## src/hdl/mipsControlPkg.sv

```systemverilog
`default_nettype none

package mipsControlPkg;

	localparam int opFieldWidth = 6; // instr[31:26]
	localparam int functFieldWidth = 6; // instr[5:0]

	localparam int defaultMemLatency = 1; // wait cycles per memory access

	typedef enum logic [opFieldWidth-1:0] {
		rType = 6'h00,
		j = 6'h02,
		beq = 6'h04,
		bne = 6'h05,
		addiu = 6'h09,
		lui = 6'h0F,
		lw = 6'h23,
		sw = 6'h2B
	} opcodeT;

	typedef enum logic [functFieldWidth-1:0] {
		fnNop = 6'h00, // sll $0,$0,0
		fnJr = 6'h08,
		fnBreak = 6'h0D,
		fnAdd = 6'h20,
		fnSub = 6'h22,
		fnAnd = 6'h24,
		fnXor = 6'h26
	} functT;

	typedef enum logic [3:0] {
		clsAdd,
		clsAnd,
		clsSub,
		clsXor,
		clsNop,
		clsJr,
		clsBreak,
		clsBeq,
		clsBne,
		clsLw,
		clsSw,
		clsLui,
		clsJ,
		clsAddiu,
		clsUnknown
	} instrClassT;

	typedef enum logic [4:0] {
		stReset, stMemRead, stMemWait, stIrWrite, stDecode, // fetch and decode
		stAdd, stAnd, stSub, stXor, stWriteRegAlu, stBreak, stNop,
		stBeq, stBne,
		stLw, stLwAddr, stLwWait, stLwMdr, stLwWrite,
		stSw, stSwWrite, stSwWait,
		stLui, stJ, stJr, stAddiu, stWriteRegAluImm
	} ctrlStateT;

	// encodings match the datapath ALU
	typedef enum logic [2:0] {
		aluPass = 3'd0,
		aluAdd = 3'd1,
		aluSub = 3'd2,
		aluAnd = 3'd3,
		aluXor = 3'd6
	} aluOpT;

	typedef enum logic [1:0] {
		srcBReg, // register B
		srcBFour, // constant 4 for pc increment
		srcBImm, // sign extended immediate
		srcBImmShift // immediate shifted left 2
	} aluSrcBT;

	typedef enum logic [1:0] {
		pcAluResult,
		pcBranchTarget, // aluOut from decode
		pcJumpTarget,
		pcRegister // jr
	} pcSourceT;

	typedef enum logic [1:0] {
		wbAlu,
		wbMem,
		wbLui
	} memToRegT;

endpackage : mipsControlPkg

`default_nettype wire

```

## src/hdl/controlSequencer.sv

```systemverilog
`timescale 1ns/1ps
`default_nettype none

// memLatency of 1 or more
module controlSequencer
#(
	parameter int memLatency = mipsControlPkg::defaultMemLatency
)
(
	input wire logic clk,
	input wire logic reset,
	input mipsControlPkg::instrClassT instrClass,
	output mipsControlPkg::ctrlStateT state
);

	import mipsControlPkg::*;

	localparam int cntWidth = (memLatency > 1) ? $clog2(memLatency) : 1;
	localparam logic [cntWidth-1:0] lastCount = cntWidth'(memLatency - 1);

	ctrlStateT nextState;
	logic [cntWidth-1:0] waitCount;
	logic inWait;
	logic waitDone;

	assign inWait = (state == stMemWait) || (state == stLwWait) || (state == stSwWait);
	assign waitDone = (waitCount == lastCount); // last cycle of a wait state

	always_ff @(posedge clk or posedge reset)
	begin
		if (reset)
		begin
			state <= stReset;
			waitCount <= '0;
		end
		else
		begin
			state <= nextState;
			if (inWait && !waitDone)
				waitCount <= waitCount + 1'b1;
			else
				waitCount <= '0; // zero again before the next wait state
		end
	end

	always_comb
	begin
		case (state)
			stReset: nextState = stMemRead;
			stMemRead: nextState = stMemWait;
			stMemWait: nextState = waitDone ? stIrWrite : stMemWait;
			stIrWrite: nextState = stDecode;
			stDecode:
			begin
				case (instrClass)
					clsAdd: nextState = stAdd;
					clsAnd: nextState = stAnd;
					clsSub: nextState = stSub;
					clsXor: nextState = stXor;
					clsNop: nextState = stNop;
					clsJr: nextState = stJr;
					clsBreak: nextState = stBreak;
					clsBeq: nextState = stBeq;
					clsBne: nextState = stBne;
					clsLw: nextState = stLw;
					clsSw: nextState = stSw;
					clsLui: nextState = stLui;
					clsJ: nextState = stJ;
					clsAddiu: nextState = stAddiu;
					default: nextState = stMemRead; // unknown, fetch the next one
				endcase
			end
			stAdd, stAnd, stSub, stXor: nextState = stWriteRegAlu;
			stWriteRegAlu: nextState = stMemRead;
			stBreak: nextState = stBreak; // only reset leaves
			stNop: nextState = stMemRead;
			stBeq, stBne: nextState = stMemRead;
			stLw: nextState = stLwAddr;
			stLwAddr: nextState = stLwWait;
			stLwWait: nextState = waitDone ? stLwMdr : stLwWait;
			stLwMdr: nextState = stLwWrite;
			stLwWrite: nextState = stMemRead;
			stSw: nextState = stSwWrite;
			stSwWrite: nextState = stSwWait;
			stSwWait: nextState = waitDone ? stMemRead : stSwWait;
			stLui, stJ, stJr: nextState = stMemRead;
			stAddiu: nextState = stWriteRegAluImm;
			stWriteRegAluImm: nextState = stMemRead;
			default: nextState = stMemRead;
		endcase
	end

endmodule : controlSequencer

`default_nettype wire

```

## src/hdl/controlSignalGen.sv

```systemverilog
`timescale 1ns/1ps
`default_nettype none

module controlSignalGen
(
	input mipsControlPkg::ctrlStateT state,
	output logic memWrite,
	output logic mdrWrite,
	output logic pcWrite,
	output logic pcWriteCond,
	output mipsControlPkg::pcSourceT pcSource,
	output logic branchOnEqual,
	output logic irWrite,
	output logic aWrite,
	output logic bWrite,
	output logic regWrite,
	output logic aluSrcA,
	output mipsControlPkg::aluSrcBT aluSrcB,
	output mipsControlPkg::aluOpT aluOp,
	output logic aluOutWrite,
	output logic regDst,
	output mipsControlPkg::memToRegT memToReg,
	output logic iOrD
);

	import mipsControlPkg::*;

	always_comb
	begin
		// default set, every state overrides what differs
		memWrite = 1'b0;
		mdrWrite = 1'b0;
		pcWrite = 1'b0;
		pcWriteCond = 1'b0;
		pcSource = pcAluResult;
		branchOnEqual = 1'b0;
		irWrite = 1'b0;
		aWrite = 1'b0;
		bWrite = 1'b0;
		regWrite = 1'b0;
		aluSrcA = 1'b0; // pc
		aluSrcB = srcBReg;
		aluOp = aluAdd;
		aluOutWrite = 1'b0;
		regDst = 1'b0;
		memToReg = wbAlu;
		iOrD = 1'b1; // memory addressed by aluOut

		case (state)
			stMemRead, stMemWait:
			begin
				iOrD = 1'b0; // address from pc
				aluSrcB = srcBFour; // pc + 4
				aWrite = 1'b1;
				bWrite = 1'b1;
			end
			stIrWrite:
			begin
				iOrD = 1'b0;
				irWrite = 1'b1;
				pcWrite = 1'b1;
				pcSource = pcAluResult;
				aluSrcB = srcBFour; // keep pc + 4 on the ALU output
				aWrite = 1'b1;
				bWrite = 1'b1;
			end
			stDecode:
			begin
				aluOutWrite = 1'b1; // branch target into aluOut
				aluSrcB = srcBImmShift;
				aWrite = 1'b1;
				bWrite = 1'b1;
			end
			stAdd, stAnd, stSub, stXor:
			begin
				aluSrcA = 1'b1;
				aluOutWrite = 1'b1;
				case (state)
					stAnd: aluOp = aluAnd;
					stSub: aluOp = aluSub;
					stXor: aluOp = aluXor;
					default: aluOp = aluAdd;
				endcase
			end
			stWriteRegAlu:
			begin
				regWrite = 1'b1;
				regDst = 1'b1; // rd
				memToReg = wbAlu;
			end
			stBeq, stBne:
			begin
				pcWriteCond = 1'b1;
				branchOnEqual = (state == stBeq);
				aluSrcA = 1'b1; // compare A with B
				aluOp = aluSub;
				pcSource = pcBranchTarget;
			end
			stLw, stSw, stAddiu:
			begin
				aluSrcA = 1'b1; // base plus offset
				aluSrcB = srcBImm;
				aluOutWrite = 1'b1;
				aWrite = (state != stAddiu); // address states
				bWrite = (state != stAddiu);
			end
			stLwMdr: mdrWrite = 1'b1;
			stLwWrite:
			begin
				regWrite = 1'b1;
				memToReg = wbMem;
			end
			stSwWrite, stSwWait: memWrite = 1'b1;
			stLui:
			begin
				regWrite = 1'b1;
				memToReg = wbLui;
			end
			stJ:
			begin
				pcWrite = 1'b1;
				pcSource = pcJumpTarget;
			end
			stJr:
			begin
				pcWrite = 1'b1;
				pcSource = pcRegister;
			end
			stWriteRegAluImm:
			begin
				regWrite = 1'b1;
				regDst = 1'b0; // rt
				memToReg = wbAlu;
			end
			stBreak, stNop:
			begin
				iOrD = 1'b0;
				aluOp = aluPass; // everything idle
			end
			default: ; // stReset, stLwAddr, stLwWait keep the default set
		endcase
	end

endmodule : controlSignalGen

`default_nettype wire

```

## src/hdl/instrDecoder.sv

```systemverilog
`timescale 1ns/1ps
`default_nettype none

module instrDecoder
(
	input mipsControlPkg::opcodeT opcode,
	input mipsControlPkg::functT funct,
	output mipsControlPkg::instrClassT instrClass
);

	import mipsControlPkg::*;

	instrClassT rTypeClass; // verdict from funct alone

	always_comb
	begin
		case (funct)
			fnAdd: rTypeClass = clsAdd;
			fnAnd: rTypeClass = clsAnd;
			fnSub: rTypeClass = clsSub;
			fnXor: rTypeClass = clsXor;
			fnNop: rTypeClass = clsNop;
			fnJr: rTypeClass = clsJr;
			fnBreak: rTypeClass = clsBreak;
			default: rTypeClass = clsUnknown; // shifts and the rest
		endcase
	end

	always_comb
	begin
		case (opcode)
			rType: instrClass = rTypeClass;
			beq: instrClass = clsBeq;
			bne: instrClass = clsBne;
			lw: instrClass = clsLw;
			sw: instrClass = clsSw;
			lui: instrClass = clsLui;
			j: instrClass = clsJ;
			addiu: instrClass = clsAddiu;
			default: instrClass = clsUnknown;
		endcase
	end

endmodule : instrDecoder

`default_nettype wire

```

## src/hdl/mipsControlUnit.sv

```systemverilog
`timescale 1ns/1ps
`default_nettype none

module mipsControlUnit
#(
	parameter int memLatency = mipsControlPkg::defaultMemLatency
)
(
	input wire logic clk,
	input wire logic reset,
	input mipsControlPkg::opcodeT opcode,
	input mipsControlPkg::functT funct,
	output mipsControlPkg::ctrlStateT stateOut,
	output logic memWrite,
	output logic mdrWrite,
	output logic pcWrite,
	output logic pcWriteCond,
	output mipsControlPkg::pcSourceT pcSource,
	output logic branchOnEqual,
	output logic irWrite,
	output logic aWrite,
	output logic bWrite,
	output logic regWrite,
	output logic aluSrcA,
	output mipsControlPkg::aluSrcBT aluSrcB,
	output mipsControlPkg::aluOpT aluOp,
	output logic aluOutWrite,
	output logic regDst,
	output mipsControlPkg::memToRegT memToReg,
	output logic iOrD
);

	import mipsControlPkg::*;

	instrClassT instrClass; // decoder verdict, used in stDecode

	instrDecoder instrDecoder_inst (
		.opcode(opcode),
		.funct(funct),
		.instrClass(instrClass)
	);

	controlSequencer #(
		.memLatency(memLatency)
	) controlSequencer_inst (
		.clk(clk),
		.reset(reset),
		.instrClass(instrClass),
		.state(stateOut)
	);

	controlSignalGen controlSignalGen_inst (
		.state(stateOut),
		.memWrite(memWrite),
		.mdrWrite(mdrWrite),
		.pcWrite(pcWrite),
		.pcWriteCond(pcWriteCond),
		.pcSource(pcSource),
		.branchOnEqual(branchOnEqual),
		.irWrite(irWrite),
		.aWrite(aWrite),
		.bWrite(bWrite),
		.regWrite(regWrite),
		.aluSrcA(aluSrcA),
		.aluSrcB(aluSrcB),
		.aluOp(aluOp),
		.aluOutWrite(aluOutWrite),
		.regDst(regDst),
		.memToReg(memToReg),
		.iOrD(iOrD)
	);

endmodule : mipsControlUnit

`default_nettype wire

```

## config.mk

```make
export PLATFORM = sky130hd
export DESIGN_NAME = mipsControlUnit
export DESIGN_NICKNAME = d
export VERILOG_FILES = /design/src/hdl/mipsControlPkg.sv /design/src/hdl/controlSequencer.sv /design/src/hdl/controlSignalGen.sv /design/src/hdl/instrDecoder.sv /design/src/hdl/mipsControlUnit.sv
export SDC_FILE = /design/constraint.sdc
export NUM_CORES = 1
export LEC_CHECK = 0
export BUFFER_PORTS_ARGS = -buffer_cell sky130_fd_sc_hd__buf_2
export CORE_UTILIZATION = 40
export CTS_BUF_LIST = sky130_fd_sc_hd__clkbuf_2 sky130_fd_sc_hd__clkbuf_4 sky130_fd_sc_hd__clkbuf_8
export CTS_CLUSTER_SIZE = 8
export DETAILED_ROUTE_END_ITERATION = 16
export HOLD_SLACK_MARGIN = 0.15
export PLACE_DENSITY = 0.66
export SKIP_LAST_GASP = 1
export SLEW_MARGIN = 10
export SYNTH_ARGS = -nofsm -noshare
export SYNTH_HDL_FRONTEND = slang
export SYNTH_SLANG_ARGS = --single-unit
export TNS_END_PERCENT = 5
```

## constraint.sdc

```tcl
create_clock -name clk -period 2 [get_ports clk]
set_input_delay 0.5 -clock clk [delete_from_list [all_inputs] [get_ports clk]]
set_output_delay 0.5 -clock clk [all_outputs]
set_load 0.02 [all_outputs]
```

-- Word-level counts from Yosys, hierarchy flattened
Memory sizes are Yosys's and may differ from the RTL's.
Cells that the tools add are included.
- bits in read-only memories: 80
- bits in latches: 0
- RAM bits: 0
- memories kept: 1
- logic and storage cells: 85
- bits in registers: 6
- output and inout port bits: 27
- input port bits: 14
- memories (name ; depth ; width ; rd ports ; clocked after memory_dff ; write ports ; RTL line ; source):
    (no name shown) ; 16 ; 5 ; 1 ; 0 ; 0 ; controlSequencer.sv:55 ; case (instrClass)
- muxes and demuxes: 24
- reduce and logical (&&, ||, !) cells: 17
- multipliers: 0
- bitwise gates (word level): 0
- shift operators: 0
- equality and inequality tests: 40
- magnitude comparators: 0
- $add $sub $neg: 1
- divide/modulo/power cells: 0
- operators with widths (cell ; number):
    $pmux W5 S14 ; 1
    $eq A5 B5 Y1 const B ; 11
    $eq A5 B4 Y1 const B ; 8
    $eq A6 B6 Y1 const B ; 6
    $pmux W4 S8 ; 1
    $pmux W4 S7 ; 1
    $eq A6 B4 Y1 const B ; 4
    $eq A5 B3 Y1 const B ; 4
    $pmux W3 S3 ; 2
    $mux W1 ; 14
    $eq A6 B3 Y1 const B ; 2
    $logic_not A6 Y1 ; 2
    $pmux W2 S3 ; 2
    $reduce_or A4 Y1 ; 3
    $eq A5 B2 Y1 const B ; 2
    $reduce_or A3 Y1 ; 3
    $reduce_or A9 Y1 ; 1
    $reduce_or A8 Y1 ; 1
    $eq A6 B2 Y1 const B ; 1
    $reduce_or A2 Y1 ; 3
    $eq A5 B1 Y1 const B ; 1
    $mux W5 ; 1
    $ne A5 B5 Y1 const B ; 1
    $reduce_or A5 Y1 ; 1
    5 further kinds ; 6

-- Logic depth before layout (Yosys ltp)
Gate-level depths: netlist (run 1).
- depth after elaboration: 5
- gate-level depth with buffers: 10

-- Hierarchy
From an unflattened synthesis (run 1), not the netlist that was laid out.
- cells, all modules: 184
- area, all modules: 1385.1 µm²
- modules (own cells, without submodules) (module ; instances ; cells an instance ; area an instance (µm²)):
    controlSequencer ; 1 ; 80 ; 695.7
    controlSignalGen ; 1 ; 62 ; 405.4
    instrDecoder ; 1 ; 42 ; 284.0

-- Worst setup path after synthesis (run 1)
OpenSTA, ideal clock, no wires.
- path type: register -> output
- from: reg controlSequencer_inst.state[3]
- to: out bWrite
- required time: 1.500 ns
- cell stages (with the launch flop): 9
- arrival: 1.905 ns
- path slack: -0.405 ns
- cells stage by stage: dfrtp_1 > clkbuf_1 > nand2b_1 > clkbuf_1 > nand2_1 > nor2_1 > a21oi_1 > o22ai_1 > buf_4
- longest elaborated chain between the ends: 3
- elaborated cells between the ends (all ways): 11
- those cells by class: 8 x eq/ne; 1 x mux; 2 x reduce/logical
- ends and longest elaborated chain (item ; RTL line ; source):
    start: declaration ; controlSequencer.sv:13 ; output mipsControlPkg::ctrlStateT state
    start signal: assignment ; controlSequencer.sv:33 ; state <= stReset;
    start signal: assignment ; controlSequencer.sv:38 ; state <= nextState;
    $eq A5 B1 Y1, or another cell as far along ; -- ;
    $reduce_or A4 Y1 (no line) or $reduce_or A3 Y1 (tied branches) ; -- ;
    $pmux W1 S2 (*) ; -- ;
    end: declaration ; mipsControlUnit.sv:22 ; output logic bWrite,
Every way passes the cells marked *; elsewhere a longest branch is shown, timed or not.

-- Worst setup path after layout (run 1)
- from: in opcode[2]
- to: reg controlSequencer_inst.state[2]
- longest elaborated chain between the ends: 4
- elaborated cells between the ends (all ways): 11
- those cells by class: 7 x eq/ne; 2 x mux; 1 x reduce/logical; 1 x memory
- ends and longest elaborated chain (item ; RTL line ; source):
    start: declaration ; mipsControlUnit.sv:11 ; input mipsControlPkg::opcodeT opcode,
    $eq A6 B4 Y1, or another cell as far along ; instrDecoder.sv:31 ; case (opcode)
    $pmux W4 S8 (*) ; instrDecoder.sv:31 ;
    $mem_v2 Z16 W5 (*) ; -- ;
    $pmux W5 S14 (*) ; controlSequencer.sv:48 ; case (state)
    net controlSequencer_inst.nextState[2] ; controlSequencer.sv:21 ; ctrlStateT nextState;
The timed path passes the listed nets; every way through them passes the cells marked *.

==> out/qor.csv, run 1 <==
stage,metric,value,unit
pwr,Total Power,2017,uW
place,Buffers on Ports,40,
cells_and_area,"commonest cells after routing, fill and taps aside","buf_2, buf_4, nor2_1, nand2_1, a21oi_1",
synthesis,Synth Flop Type,dfrtp_1,
clock_network,hold_buf cts,0,
clock_network,Clock transition at path regs,0.05,ns
sta,RSZ-0062 raised after global routing,yes,
sta,highest clock rate,475.3,MHz
drt,WL/cell,13.36,um
outcome,failing checks,setup timing,
cells_and_area,layout cell share with drive strength beyond 1,46.22,%
cells_and_area,number of antenna repair diodes,0,
sta,post-layout min period,2.104,ns
cells_and_area,final cell count without fillers,269,
die,die width,56.37,um
synthesis,register area share after synthesis,12.70,%
sta,Setup WS post-layout,-0.1040,ns
synthesis,synth top area cells,"dfrtp_1, nor2_1, ha_1, nor2b_1, a21oi_1",
synthesis,synthesis-stage register bit count,6,
synthesis,Netlist cell types,54,
worst_hold_path,Hold WC Path Type,in -> async,
clock_network,Num CTS Buffers,3,
global_routing,Total Routing Usage GR,24.25,%
synthesis,"area leader, netlist",dfrtp_1,
setup_path,Worst EP required,2.13,ns
clock_network,CTS Sinks,6,
global_routing,initial antenna violation count,0,
drt,drt total wl,3594,um
setup_path,Critical Path End Type,register,
setup_path,Setup CP Type,in -> reg,
sta,setup violators final,12,
synthesis,synthesized area per cell,6.795,um2
die,I/O Pins,41,
sta,Slew Limit Fails,0,
pwr,Peak VDD IR,0.0007794,V
sta,Final Hold Fails,0,
place,DP Wirelength,2845,um
place,GPL Wtd Cong,0.8951,
die,area of the core,2781,um2
clock_network,Clock Latency Late Sink,0.24,ns
setup_path,CP max FO,8,
clock_network,htree depth,1,
synthesis,Synth Cell Area,1182,um2
setup_path,crit path DAT,2.24,ns
setup_path,Setup crit start kind,input pin,
global_routing,first-pass GRT wire length,6265,um
die,starting density of the core,42.51,%
clock_network,CTS tree,built,
clock_network,CTS Buffer Depth,2,
global_routing,pin count of the biggest net entering global routing,15,
die,Die H,56.37,um
cells_and_area,Nets,259,
drt,drt initial violations,61,
cells_and_area,final core utilization,64.55,%
die,Die Area,3178,um2
outcome,status,finished with violations,
synthesis,Ys Warns,0,
synthesis,Syn Nets,193,
drt,vias,1564,
drt,Antenna Nets Post-Route,0,
global_routing,global route overflow,0,
cells_and_area,Syn-to-layout area delta,51.85,%
pwr,leak pwr,0.0008086,uW
synthesis,Post-Syn Instances,174,
sta,Worst Clk Skew,0.005750,ns
place,number of cells after detailed placement,264,
synthesis,area share of the largest cell type after synthesis,12.70,%
drt,Pre-Repair DR Iteration Count,4,
drt,vias per inst,5.814,
clock_network,root buf cell,clkbuf_4,
synthesis,number of synthesized flops with an enable pin,0,
die,Site Rows,19,
drt,DRC Markers,0,
flow_run,max-cap viol count,0,
pwr,PD cells,1123,nW/um2
sta,fin crit share,105.2,%
cells_and_area,"commonest non-fill, non-tap cell in the layout",buf_2,
global_routing,vias in the first global route,1475,
synthesis,ys async rst share,100.0,%
final timing paths:
kind | cells after the start | to | slack (ns) | startpoint
max | 9 | controlSequencer_inst.state[2]$_DFF_PP0_ | -0.10 | opcode[2]
min | 2 | controlSequencer_inst.state[2]$_DFF_PP0_ | 0.16 | reset
max reg2reg | 7 | controlSequencer_inst.state[2]$_DFF_PP0_ | 0.27 | controlSequencer_inst.state[3]$_DFF_PP0_
min reg2reg | 3 | controlSequencer_inst.state[0]$_DFF_PP0_ | 0.75 | controlSequencer_inst.state[2]$_DFF_PP0_
max in group asynchronous | 2 | controlSequencer_inst.state[3]$_DFF_PP0_ | 1.63 | reset
min in group clk | 3 | controlSequencer_inst.state[0]$_DFF_PP0_ | 0.75 | controlSequencer_inst.state[2]$_DFF_PP0_
through the flow:
step	hold WS [ns]	area (um2)	setup slack, ns	setup TNS, ns
6_report	0.1565	1795	-0.1040	-0.6933
5_1_grt	0.1735	1795	-0.2110	-2.291
4_1_cts	0.1575	1785	-0.09220	-0.8296
3_5_place_dp	0.4176	1692	-0.3893	-1.670
3_3_place_gp	0.4103	1692	-0.3337	-1.394
2_1_floorplan	0.2910	1277	-0.2137	-1.704
synthesized netlist by cell type (4+ instances only):
| library cell | count |
|---|---|
| o31ai_1 | 4 |
| clkbuf_1 | 10 |
| o21ai_0 | 11 |
| a21oi_1 | 12 |
| nand2_1 | 13 |
| ha_1 | 5 |
| inv_1 | 7 |
| nor2_1 | 17 |
| nor3_1 | 9 |
| nor2b_1 | 10 |
| dfrtp_1 | 6 |
| nand2b_1 | 6 |
final cells by class:
type	instances	area, um2
clock buffer	3	22.52
fill	247	985.9
inverter	7	26.28
multi-input combinational	146	1067
sequential	6	153.9
tap	31	38.79
timing repair buffer	76	486.7
critical path, cell delays in order:
cell and delay (ns):
buf_4 0.15, or4_4 0.54, a31oi_4 0.19, and3_4 0.26
inv_2 0.06, ha_4 0.15, o21ai_1 0.07, o211ai_1 0.10
a31o_1 0.22
per-layer routing:
metal  GRT usage [%]  share of wire [%]  vias up
met5               0                  0        -
met4           9.408                1.6        0
met3          0.9217                3.3        7
met2           47.96                 56       51
met1           26.80                 39      730
li1                -                  -      776
sequential cells by signal, indices dropped and copies added (netlist names):
name,cells
controlSequencer_inst.waitCount,1
controlSequencer_inst.state,5
power breakdown:
group / internal [uW] / total (uW) / switching, uW
Clock: 67.7 / 109 / 41.4
Combinational: 648 / 1650 / 1000
Sequential: 172 / 258 / 86.2
cell families (layout without fill, tap and decap cells):
kind of cell	count (synthesis)	after routing	share of synthesized area, %
AOI/OAI and AO/OA	55	55	32.17
xor gates and xnor gates	2	2	1.482
and+or+nand+nor	81	81	38.31
other	1	1	0.3172
adders and majority gates	5	5	5.291
buffers and inverters	22	86	8.042
muxes	2	2	1.693
DFF	6	6	12.70
what timing repair did:
action / 4_1_cts / 5_1_grt
gates resized for setup: 16 / 3
setup endpoints to repair: 16 / 23
setup buffers: 2 / 0
pin swaps: 11 / 1
Power figures use the tool's default switching activity.
==> run 2: changes to the inputs <==
CORE_UTILIZATION = 52   (was 40)
CTS_CLUSTER_SIZE = 28   (was 8)
PLACE_DENSITY = 0.83   (was 0.66)
==> run 2 against run 1 <==
The flow now stops in global routing (5_1_grt). Synthesized cell count is the same. Synthesized area did not move.
==> out/qor.csv, run 2 <==
stage,metric,value,unit,change
outcome,status,did not finish,,
clock_network,Num CTS Buffers,3,,unchanged
clock_network,htree depth,1,,unchanged
place,GPL Wtd Cong,0.9141,,+2.1%
sta,worst ep type,sequential cell input,,
die,starting density of the core,57.90,%,+15 points
synthesis,area share of the largest cell type after synthesis,12.70,%,unchanged
synthesis,synthesis-stage register bit count,6,,unchanged
global_routing,pin count of the biggest net entering global routing,15,,
synthesis,Netlist cell types,54,,unchanged
sta,worst setup endpoint GRT,controlSequencer_inst.state[2]$_DFF_PP0_/D,,
place,DP Wirelength,3178,um,+12%
synthesis,Post-Syn Instances,174,,unchanged
synthesis,Synth Cell Area,1182,um2,unchanged
synthesis,"area leader, netlist",dfrtp_1,,
clock_network,root buf cell,clkbuf_4,,
synthesis,Syn Nets,193,,unchanged
synthesis,ys async rst share,100.0,%,unchanged
synthesis,top-count cell post-synth,nor2_1,,
clock_network,CTS Sinks,6,,unchanged
synthesis,number of synthesized flops with an enable pin,0,,unchanged
die,I/O Pins,41,,unchanged
global_routing,global route overflow,1,,
synthesis,Ys Warns,0,,unchanged
synthesis,synth top area cells,"dfrtp_1, nor2_1, ha_1, nor2b_1, a21oi_1",,
synthesis,register area share after synthesis,12.70,%,unchanged
synthesis,synthesized area per cell,6.795,um2,unchanged
place,Buffers on Ports,40,,unchanged
die,die width,49.69,um,-12%
outcome,Halt Stage,global routing (5_1_grt),,
die,Die H,49.69,um,-12%
place,number of cells after detailed placement,262,,-0.76%
die,Site Rows,16,,-3
synthesis,synth cell count leaders,"nor2_1, nand2_1, a21oi_1",,
global_routing,Total Routing Usage GR,64.14,%,
outcome,Halt Reason,[ERROR GRT-0232] Routing congestion too high. Check the congestion heatmap in the GUI.,,
synthesis,Synth Flop Type,dfrtp_1,,
clock_network,CTS Buffer Depth,2,,unchanged
-- run 2: cell counts after synthesis --
Identical to the previous run, type by type.
-- run 2: kinds of logic after synthesis --
logic type               after synthesis  share of synthesized area (%)
AO/OA/AOI/OAI                         55                          32.17
XOR/XNOR                               2                          1.482
adder cells (fa/ha/maj)                5                          5.291
buffers and inverters                 22                          8.042
flip-flops                             6                          12.70
multiplexers                           2                          1.693
other                                  1                         0.3172
AND/OR/NAND/NOR                       81                          38.31
-- run 2: stage by stage --
| stage | utilization [%] | worst slack [ns] | setup TNS (ns) | area, um2 |
|---|---|---|---|---|
| after global placement | 83.33 | -0.3095 | -1.250 | 1702 |
| after detailed placement | 83.33 | -0.4439 | -1.832 | 1702 |
| after CTS | 90.93 | -0.09522 | -0.8979 | 1857 |
| after floorplan | - | -0.2137 | -1.704 | 1277 |
-- run 2: per-layer routing --
| layer | overflow | global-route usage, % |
|---|---|---|
| met1 | 0 | 66.42 |
| met2 | 0 | 87.61 |
| met3 | 0 | 36.73 |
| met4 | 1 | 63.81 |
| met5 | 0 | 0 |
-- run 2: timing repair --
item / in CTS
hold buffers: 1
setup endpoints to repair: 20
buffers inserted: 5
hold endpoints to repair: 6
pin swaps: 12
gates resized for setup: 22
==> run 3: changes to the inputs <==
CORE_AREA = 2 2 63 65   (was default)
CORE_UTILIZATION = default   (was 52)
CTS_BUF_LIST = default   (was sky130_fd_sc_hd__clkbuf_2 sky130_fd_sc_hd__clkbuf_4 sky130_fd_sc_hd__clkbuf_8)
CTS_CLUSTER_SIZE = default   (was 28)
DIE_AREA = 0 0 65 67   (was default)
HOLD_SLACK_MARGIN = default   (was 0.15)
PLACE_DENSITY = default   (was 0.83)
PLACE_DENSITY_LB_ADDON = 0.15   (was default)
==> run 3 against run 2 <==
The flow now finishes, with violations (setup timing).
==> out/qor.csv, run 3 (same netlist as run 1, synthesis figures left out) <==
stage,metric,value,unit,change
clock_network,hold_buf cts,0,,-1
place,placed inst area,1698,um2,-0.22%
clock_network,Clock Latency Late Sink,0.22,ns,
setup_path,r2r setup slk,0.20,ns,
place,GPL Wtd Cong,0.8685,,-5.0%
sta,Setup WS post-layout,-0.08677,ns,
cells_and_area,Largest regs,"controlSequencer_inst.state (5), controlSequencer_inst.waitCount (1)",,
die,die width,65,um,+31%
clock_network,CTS Buffer Depth,2,,unchanged
cells_and_area,"commonest cells after routing, fill and taps aside","buf_4, buf_2, nor2_1, a21oi_1, nand2_1",,
sta,highest clock rate,479.2,MHz,
clock_network,Clock transition at path regs,0.03,ns,
setup_path,Setup CP Type,in -> reg,,
sta,Slew Limit Fails,0,,
sta,Worst Clk Skew,0.001770,ns,
drt,drt total wl,4145,um,
global_routing,pin count of the biggest net entering global routing,15,,
clock_network,CTS tree,built,,
die,Site Rows,22,,+6
drt,WL/cell,14.24,um,
setup_path,reg2reg path depth,8,,
cells_and_area,Biggest register,controlSequencer_inst.state,,
cells_and_area,Nets,264,,
setup_path,CP max FO,7,,
pwr,PD cells,1102,nW/um2,
setup_path,Setup crit start kind,input pin,,
setup_path,reg2reg start,controlSequencer_inst.state[1]$_DFF_PP0_,,
drt,DRC Markers,0,,
pwr,leak pwr,0.0008796,uW,
outcome,status,finished with violations,,
pwr,Peak VDD IR,0.0004900,V,
sta,RSZ-0062 raised after global routing,yes,,
die,Die H,67,um,+35%
sta,fin crit share,104.3,%,
drt,vias per inst,5.402,,
cells_and_area,"commonest non-fill, non-tap cell in the layout",buf_4,,
drt,vias,1572,,
cells_and_area,final core utilization,55.69,%,
drt,Antenna Nets Post-Route,0,,
setup_path,crit path DAT,2.19,ns,
outcome,failing checks,setup timing,,
setup_path,Worst EP required,2.11,ns,
clock_network,root buf cell,clkbuf_8,,
place,Setup WS pre-CTS,-0.4292,ns,+0.01468 ns
sta,setup violators final,10,,
sta,post-layout min period,2.087,ns,
global_routing,Total Routing Usage GR,19.34,%,
cells_and_area,max reg flops,5,,
worst_hold_path,Hold WC Path Type,in -> async,,
global_routing,vias in the first global route,1507,,
clock_network,Num CTS Buffers,3,,unchanged
drt,Pre-Repair DR Iteration Count,4,,
die,I/O Pins,41,,unchanged
setup_path,Critical Path End Type,register,,
cells_and_area,final instance area,2008,um2,
cells_and_area,layout cell share with drive strength beyond 1,51.44,%,
setup_path,r2r endpoint,controlSequencer_inst.state[2]$_DFF_PP0_,,
clock_network,htree depth,1,,unchanged
die,starting density of the core,32.79,%,-25 points
cells_and_area,Syn-to-layout area delta,69.84,%,
global_routing,initial antenna violation count,0,,
cells_and_area,Filler cells,368,,
drt,drt initial violations,83,,
die,area of the core,3606,um2,
place,Buffers on Ports,40,,unchanged
die,Die Area,4355,um2,
cells_and_area,number of antenna repair diodes,0,,
global_routing,first-pass GRT wire length,6686,um,
place,DP Wirelength,3117,um,-1.9%
flow_run,max-cap viol count,0,,
global_routing,global route overflow,0,,
sta,Final Hold Fails,0,,
clock_network,CTS Sinks,6,,unchanged
-- run 3: report_power, final --
part           switching (uW)  internal (uW)
Combinational            1060            711
Clock                    49.9            129
Sequential               85.7            172
-- run 3: worst max path at each step --
stage / start / to / slack, ns / cells after the start
final: opcode[2] / controlSequencer_inst.state[2]$_DFF_PP0_ / -0.09 / 9
after global routing: opcode[2] / controlSequencer_inst.state[2]$_DFF_PP0_ / -0.15 / 9
after CTS: opcode[5] / controlSequencer_inst.state[2]$_DFF_PP0_ / -0.11 / 9
after detailed placement: opcode[1] / controlSequencer_inst.state[1]$_DFF_PP0_ / -0.43 / 9
after global placement: opcode[3] / controlSequencer_inst.state[2]$_DFF_PP0_ / -0.31 / 9
after floorplan: opcode[3] / controlSequencer_inst.state[2]$_DFF_PP0_ / -0.21 / 9
-- run 3: worst max-delay path, cell delays in order --
cell      delay [ns]
buf_12          0.11
or4_4           0.55
a31oi_4         0.18
and3_4          0.29
inv_4           0.05
ha_4            0.16
o21ai_2         0.04
o211ai_1        0.09
a31o_1          0.22
-- run 3: what timing repair did --
action / in CTS / in global routing
gates resized for setup: 20 / 30
setup buffers: 7 / 2
endpoints found under the hold margin: 0 / 0
setup endpoints to repair: 12 / 22
pin swaps: 14 / 15
-- run 3: through the flow --
stage          hold WS (ns)  power, uW  std cells  setup TNS [ns]
6_report             0.1793       2212        291         -0.3295
5_1_grt              0.2048       2397        291          -1.516
4_1_cts              0.1843       2139        289         -0.8138
3_5_place_dp         0.4181       1925        279          -1.572
3_3_place_gp         0.4214       1913        279          -1.296
2_1_floorplan        0.2910       1361        174          -1.704
-- run 3: final cells by class --
class / count / area (um2) / share of cell area (%)
well taps: 48 / 60.06 / 2.991
multi-input cells: 146 / 1167 / 58.13
clock buffers: 3 / 41.29 / 2.056
repair buffers: 81 / 556.8 / 27.73
flip-flops and latches: 6 / 153.9 / 7.664
inverters: 7 / 28.78 / 1.433
-- run 3: layer usage --
metal | global-route usage (%) | up-vias | part of all wire (%) | wire length, um
met5 | 0 | - | 0 | 0
met4 | 4.255 | 0 | 0.58 | 24
met3 | 2.365 | 4 | 4.3 | 180
met2 | 38.02 | 41 | 53 | 2217
met1 | 22.01 | 739 | 42 | 1723
li1 | - | 788 | - | -
